<file path="config.mk">
export PLATFORM = sky130hd
export DESIGN_NAME = lsu_top
export DESIGN_NICKNAME = d
export VERILOG_FILES = /design/src/rtl/lsu_pkg.sv /design/src/rtl/lsu_ctrl.sv /design/src/rtl/lsu_store_align.sv /design/src/rtl/lsu_load_extend.sv /design/src/rtl/lsu_top.sv
export VERILOG_INCLUDE_DIRS = /design/src /design/src/rtl
export SDC_FILE = /design/constraint.sdc
export NUM_CORES = 1
export LEC_CHECK = 0
export BUFFER_PORTS_ARGS = -buffer_cell sky130_fd_sc_hd__buf_2
export CAP_MARGIN = 20
export CORE_MARGIN = 10
export CORE_UTILIZATION = 25
export DETAILED_ROUTE_END_ITERATION = 10
export GPL_ROUTABILITY_DRIVEN = 0
export PLACE_DENSITY = 0.54
export SYNTH_ARGS = -nofsm -noshare
export SYNTH_HDL_FRONTEND = slang
export SYNTH_SLANG_ARGS = --single-unit
</file>
<file path="constraint.sdc">
create_clock -name clk -period 5.1 [get_ports clk]
set_input_delay 0 -clock clk [delete_from_list [all_inputs] [get_ports clk]]
set_output_delay 0 -clock clk [all_outputs]
set_load 0.01 [all_outputs]
</file>
<file path="src/rtl/lsu_macros.svh">
`ifndef LSU_MACROS_SVH
`define LSU_MACROS_SVH

// width of a register value and of a bus data word
`define LSU_XLEN 32

// width of a byte address
`define LSU_ADDR_W 32

// one strobe bit per byte lane
`define LSU_STRB_W (`LSU_XLEN / 8)

`endif

</file>
<file path="src/rtl/lsu_pkg.sv">
`default_nettype none

`include "lsu_macros.svh"

package lsu_pkg;

	typedef logic [`LSU_XLEN-1:0]   xlen_t;
	typedef logic [`LSU_ADDR_W-1:0] addr_t;
	typedef logic [`LSU_STRB_W-1:0] strb_t;
	typedef logic [4:0]             reg_idx_t;

	typedef enum logic [1:0] {
		NONE  = 2'd0,
		LOAD  = 2'd1,
		STORE = 2'd2
	} lsu_op_e;

	// same encoding as the funct3 field of the load opcodes
	typedef enum logic [2:0] {
		BYTE   = 3'd0,
		HALF   = 3'd1,
		WORD   = 3'd2,
		BYTE_U = 3'd4,
		HALF_U = 3'd5
	} lsu_size_e;

	typedef enum logic [1:0] {
		IDLE    = 2'd0,
		BUS_REQ = 2'd1,
		BUS_RSP = 2'd2,
		DONE    = 2'd3
	} lsu_state_e;

	// one memory instruction from execute, addr holds the ALU result
	typedef struct packed {
		lsu_op_e   op;
		lsu_size_e size;
		addr_t     addr;
		xlen_t     wdata;
		reg_idx_t  rd;
	} lsu_req_t;

	typedef struct packed {
		reg_idx_t rd;
		xlen_t    data;
		logic     err;
	} lsu_rsp_t;

	typedef struct packed {
		addr_t addr;
		logic  we;
		xlen_t wdata;
		strb_t wstrb;
	} mem_req_t;

	typedef struct packed {
		xlen_t rdata;
		logic  err;
	} mem_rsp_t;

endpackage

`default_nettype wire

</file>
<file path="src/rtl/lsu_ctrl.sv">
`default_nettype none

module lsu_ctrl (
	input  logic             clk,
	input  logic             rstn,
	input  logic             req_valid_i,
	input  lsu_pkg::lsu_op_e op_i,
	input  logic             misalign_i,
	input  logic             mem_req_ready_i,
	input  logic             mem_rsp_valid_i,
	output logic             req_ready_o,
	output logic             accept_o,
	output logic             mem_req_valid_o,
	output logic             mem_rsp_ready_o,
	output logic             rsp_capture_o,
	output logic             rsp_valid_o
);

	import lsu_pkg::*;

	lsu_state_e state_q;
	lsu_state_e state_d;

	// bus access needed
	logic need_bus;

	logic req_hs;
	logic rsp_hs;

	// NONE and misaligned accesses never reach the bus
	assign need_bus = (op_i != NONE) && !misalign_i;

	assign req_ready_o = (state_q == IDLE);
	assign accept_o    = req_ready_o && req_valid_i;

	// valid held for the whole state, so it only drops after ready
	assign mem_req_valid_o = (state_q == BUS_REQ);
	assign mem_rsp_ready_o = (state_q == BUS_RSP);

	assign req_hs = mem_req_valid_o && mem_req_ready_i;
	assign rsp_hs = mem_rsp_ready_o && mem_rsp_valid_i;

	// result register load, direct path or bus response
	assign rsp_capture_o = (accept_o && !need_bus) || rsp_hs;

	// single write-back pulse
	assign rsp_valid_o = (state_q == DONE);

	always_comb begin
		state_d = state_q;
		case (state_q)
			IDLE: begin
				if (accept_o) begin
					if (need_bus) begin
						state_d = BUS_REQ;
					end else begin
						state_d = DONE;
					end
				end
			end
			BUS_REQ: begin
				// stretched by slave back-pressure
				if (req_hs) begin
					state_d = BUS_RSP;
				end
			end
			BUS_RSP: begin
				if (rsp_hs) begin
					state_d = DONE;
				end
			end
			DONE: begin
				state_d = IDLE;
			end
			default: begin
				state_d = IDLE;
			end
		endcase
	end

	always_ff @(posedge clk) begin
		if (rstn) begin
			state_q <= IDLE;
		end else begin
			state_q <= state_d;
		end
	end

endmodule

`default_nettype wire

</file>
<file path="src/rtl/lsu_store_align.sv">
`default_nettype none

module lsu_store_align (
	input  lsu_pkg::lsu_req_t req_i,
	output lsu_pkg::mem_req_t mem_req_o,
	output logic              misalign_o
);

	import lsu_pkg::*;

	logic [1:0] offset;
	strb_t      base_strb;
	xlen_t      lane_data;

	assign offset = req_i.addr[1:0];

	// replicate narrow data so every lane carries it
	always_comb begin
		case (req_i.size)
			BYTE, BYTE_U: begin
				base_strb  = 4'b0001;
				lane_data  = {4{req_i.wdata[7:0]}};
				misalign_o = 1'b0;
			end
			HALF, HALF_U: begin
				base_strb  = 4'b0011;
				lane_data  = {2{req_i.wdata[15:0]}};
				misalign_o = (req_i.op != NONE) && offset[0];
			end
			default: begin
				base_strb  = 4'b1111;
				lane_data  = req_i.wdata;
				misalign_o = (req_i.op != NONE) && (offset != 2'b00);
			end
		endcase
	end

	// word-aligned address
	assign mem_req_o.addr  = req_i.addr & ~addr_t'(3);
	assign mem_req_o.we    = (req_i.op == STORE);
	assign mem_req_o.wdata = lane_data;
	// loads write nothing
	assign mem_req_o.wstrb = (req_i.op == STORE) ? strb_t'(base_strb << offset) : '0;

endmodule

`default_nettype wire

</file>
<file path="src/rtl/lsu_load_extend.sv">
`default_nettype none

module lsu_load_extend (
	input  lsu_pkg::lsu_req_t req_i,
	input  lsu_pkg::mem_rsp_t mem_rsp_i,
	input  logic              misalign_i,
	output lsu_pkg::lsu_rsp_t rsp_o
);

	import lsu_pkg::*;

	logic [1:0] offset;
	xlen_t      shifted;
	xlen_t      ext_data;
	logic       bus_err;
	logic       err;

	assign offset = req_i.addr[1:0];

	// addressed byte moved down to lane 0
	assign shifted = mem_rsp_i.rdata >> {offset, 3'b000};

	always_comb begin
		case (req_i.size)
			BYTE:    ext_data = {{24{shifted[7]}}, shifted[7:0]};
			HALF:    ext_data = {{16{shifted[15]}}, shifted[15:0]};
			BYTE_U:  ext_data = {24'd0, shifted[7:0]};
			HALF_U:  ext_data = {16'd0, shifted[15:0]};
			default: ext_data = shifted;
		endcase
	end

	// bus error only counts when the bus was used
	assign bus_err = (req_i.op != NONE) && mem_rsp_i.err;
	assign err     = misalign_i || bus_err;

	always_comb begin
		if (err) begin
			rsp_o.data = '0;
		end else begin
			case (req_i.op)
				LOAD:    rsp_o.data = ext_data;
				STORE:   rsp_o.data = '0;
				// non-memory instruction writes back the ALU result
				default: rsp_o.data = xlen_t'(req_i.addr);
			endcase
		end
	end

	assign rsp_o.rd  = req_i.rd;
	assign rsp_o.err = err;

endmodule

`default_nettype wire

</file>
<file path="src/rtl/lsu_top.sv">
`default_nettype none

module lsu_top (
	input  logic              clk,
	input  logic              rstn,
	input  logic              req_valid_i,
	input  lsu_pkg::lsu_req_t req_i,
	output logic              req_ready_o,
	output logic              rsp_valid_o,
	output lsu_pkg::lsu_rsp_t rsp_o,
	output logic              mem_req_valid_o,
	output lsu_pkg::mem_req_t mem_req_o,
	input  logic              mem_req_ready_i,
	input  logic              mem_rsp_valid_i,
	input  lsu_pkg::mem_rsp_t mem_rsp_i,
	output logic              mem_rsp_ready_o
);

	import lsu_pkg::*;

	lsu_req_t req_q;
	lsu_req_t req_view;
	lsu_rsp_t rsp_d;
	lsu_rsp_t rsp_q;

	logic accept;
	logic rsp_capture;
	logic misalign;

	// in IDLE the datapath looks at the incoming request so that
	// the direct path can decide and capture in the accept cycle
	assign req_view = req_ready_o ? req_i : req_q;

	lsu_ctrl lsu_ctrl_inst (
		.clk             (clk),
		.rstn            (rstn),
		.req_valid_i     (req_valid_i),
		.op_i            (req_view.op),
		.misalign_i      (misalign),
		.mem_req_ready_i (mem_req_ready_i),
		.mem_rsp_valid_i (mem_rsp_valid_i),
		.req_ready_o     (req_ready_o),
		.accept_o        (accept),
		.mem_req_valid_o (mem_req_valid_o),
		.mem_rsp_ready_o (mem_rsp_ready_o),
		.rsp_capture_o   (rsp_capture),
		.rsp_valid_o     (rsp_valid_o)
	);

	lsu_store_align lsu_store_align_inst (
		.req_i      (req_view),
		.mem_req_o  (mem_req_o),
		.misalign_o (misalign)
	);

	lsu_load_extend lsu_load_extend_inst (
		.req_i      (req_view),
		.mem_rsp_i  (mem_rsp_i),
		.misalign_i (misalign),
		.rsp_o      (rsp_d)
	);

	// request held for the whole access
	always_ff @(posedge clk) begin
		if (accept) begin
			req_q <= req_i;
		end
	end

	// write-back value, presented while rsp_valid_o is high
	always_ff @(posedge clk) begin
		if (rsp_capture) begin
			rsp_q <= rsp_d;
		end
	end

	assign rsp_o = rsp_q;

endmodule

`default_nettype wire

</file>
==> run metrics <==
Peak VDD IR=0.263 mV; maximum clock frequency=0.270 GHz; worst r2r src=lsu_ctrl_inst.state_q[0]; setup TNS=0 ns; final setup fails=0; Setup Fix Bufs, Post-CTS=0; Worst-Margin Slew=1.05 ns; CTS tree=built; Total GRT Usage=13.9%; P_leak=around 3.6 nW; post-layout total power=about 5.5 mW; vias in the first global route=5,494; clk buf depth=2; worst setup margin=1.39 ns; Placed Instances=1,009; Max stage delay on crit path=0.80 ns; Vias/cell=approximately 4.6; clock latency on the worst-skew pair=between 0.4 and 0.5 ns; Finished Cell Area=0.00885 mm²; Unique masters post-synth=42; Synth Register Bits=114; status=finished clean; clk root buf=clkbuf_16; # Max-Cap Violations=0; Critical Path Source=lsu_ctrl_inst.state_q[0]; Initial DRC Count=341; drt first pass iters=5; core area=0.0250 mm²; Syn Area/Cell=12.1 µm²; Sink Count=between 100 and 150; period utilisation layout=72.7%; Post-synth ARST share=0%; RSZ-0062 raised after global routing=false; Rows=slightly below 60; Synth Flop Type=edfxtp_1; CP cell instances=inv_1, ha_4, mux2_1, ha_1, buf_4, nand2b_1, nor3_1, a22oi_1, o22ai_2; Synthesis Warnings=0; Syn Inst Count=around 520; clock input transition at the sequential cells of the worst setup and hold paths=0.06 ns; die extent in y=179 µm; die width=179 µm; slowest CP cell=nor3_1; GRT Residual Overflow=0; drt drc=0; layout cells sized above 1=37.4%; min Tclk post-route=3.71 ns; # port buffers=220; Syn-to-layout area delta=40.0%; TritonCTS Buffers=17; non-filler instance count after layout=between 1k and 1.5k; Hold Violations, Final=0; wire length per cell=20.0 µm; CP endpoint kind=register; startpoint types=register; dpl ws=1.46 ns; ANT nets after route=0; first-pass GRT wire length=33,700 µm; worst path arrival time=3.96 ns; hold wc startpoint=mem_rsp_i[28]; Slew Limit Fails=0; post-synthesis sequential area ratio=53.8%; placed inst area=0.00746 mm²; HP Class=primary input to register; DP HPWL=around 17,000 µm; full die area=0.0320 mm²; Max-slew headroom=29.3%; H-Tree Depth=4; final core utilization=35.4%; WHS=roughly 0.032 ns; synthesized area=0.00632 mm²; Vias=5,154; largest net degree at the start of global routing=64; Post-synth EDFFs=112; WP data required=approximately 5.4 ns; Total Routed Length=22,500 µm; initial antenna violation count=2; maximum fanout along the worst path=28; Ports=about 220; WS Path Type=register to register; Worst Skew=0.00909 ns; Starting Density=25.2%; Pwr Density=616 mW/mm²; final-stage net count=897
-- critical path, delay by kind of cell, from the launching register on --
family	cells	cell delay (ns)
and+or+nand+nor	2	0.99
muxes	1	0.39
adders and majority gates	2	0.98
DFF	1	0.33
buffers and inverters	2	0.48
AOI/OAI and AO/OA	2	0.36
-- layout make-up --
cell class / instances / area [µm²]
Clock buffer: 17 / 425
Tap cell: 330 / 413
Inverter: 8 / 31.3
Fill cell: 2469 / 16200
Sequential cell: 114 / 3400
Timing Repair Buffer: 309 / 1970
Multi-Input combinational cell: 328 / 2450
Antenna cell: 1 / 2.50
Clock inverter: 15 / 158
-- cells in the mapped netlist (2+ instances only) --
cell / n / area [µm²]
nor2b_1: 7 / 43.8
mux2_1: 36 / 405
ha_1: 7 / 87.6
o2bb2ai_1: 7 / 61.3
buf_1: 4 / 15.0
edfxtp_1: 112 / 3360
a21oi_1: 46 / 230
nand2_1: 32 / 120
nor3_1: 11 / 55.1
a22oi_1: 10 / 75.1
o21ai_1: 10 / 50.1
buf_6: 4 / 45.0
mux2i_4: 2 / 45.0
mux2i_1: 43 / 430
mux2i_2: 2 / 27.5
clkbuf_1: 17 / 63.8
o22ai_2: 10 / 125
inv_1: 7 / 26.3
o22ai_1: 6 / 37.5
buf_2: 7 / 35.0
nand2b_1: 2 / 12.5
a32oi_1: 7 / 61.3
nand3_1: 8 / 40.0
nor2_1: 47 / 176
a222oi_1: 7 / 70.1
o21ai_0: 3 / 15.0
buf_4: 42 / 315
dfxtp_1: 2 / 40.0
mux2_2: 12 / 135
-- kinds of logic after synthesis --
logic type	share of synthesized area, %
AO/OA/AOI/OAI	12.7
flip-flops	53.8
buffers and inverters	7.98
multiplexers	16.7
AND/OR/NAND/NOR	7.26
other	0.0593
adder cells (fa/ha/maj)	1.39
-- state kept, by name, summed over array words and instances (netlist names) --
signal and count:
lsu_ctrl_inst.state_q 2, req_q 74, rsp_o 38
-- worst paths after layout --
| path | to | slack, ns | cells past startpoint |
|---|---|---|---|
| max reg2reg | rsp_o[31] | 1.39 | 9 |
| min reg2reg | rsp_o[36] | 0.52 | 1 |
| max | rsp_o[31] | 1.39 | 9 |
| min | rsp_o[28] | 0.03 | 3 |
-- what timing repair did --
| action | CTS | global route |
|---|---|---|
| hold endpoints to repair | 86 | 0 |
| endpoints found under the setup margin | 0 | 0 |
| resized for setup | 0 | 0 |
| hold buffers | 80 | 0 |
-- report_power, final --
group	leakage, nW	switching, mW	internal (mW)
logic	2.24	1.71	1.05
registers	1.08	0.0837	1.41
clock network	0.278	0.474	0.724
-- metal layers --
metal | GRT usage [%] | vias to the layer above | share of wire [%]
met5 | 0 | - | 0.058
met4 | 3.79 | 2 | 1.0
met3 | 5.67 | 15 | 9.7
met2 | 21.4 | 218 | 46
met1 | 17.8 | 2465 | 43
li1 | - | 2454 | -
-- cells in the final DEF (no fill, tap or decap), types with 3 or more instances in the layout --
master / n
a21oi_1: 45
a222oi_1: 7
a22oi_1: 10
a32oi_1: 7
buf_2: 220
buf_4: 9
clkbuf_16: 17
clkinv_2: 3
clkinv_4: 3
clkinvlp_4: 3
dlygate4sd3_1: 80
edfxtp_1: 112
ha_1: 6
inv_1: 6
inv_6: 4
mux2_1: 36
mux2_2: 12
mux2i_1: 42
mux2i_2: 3
nand2_1: 32
nand3_1: 8
nor2_1: 47
nor2b_1: 7
nor3_1: 11
o21ai_0: 3
o21ai_1: 9
o22ai_1: 6
o22ai_2: 10
o2bb2ai_1: 7
(Power assumes the default switching activity.)
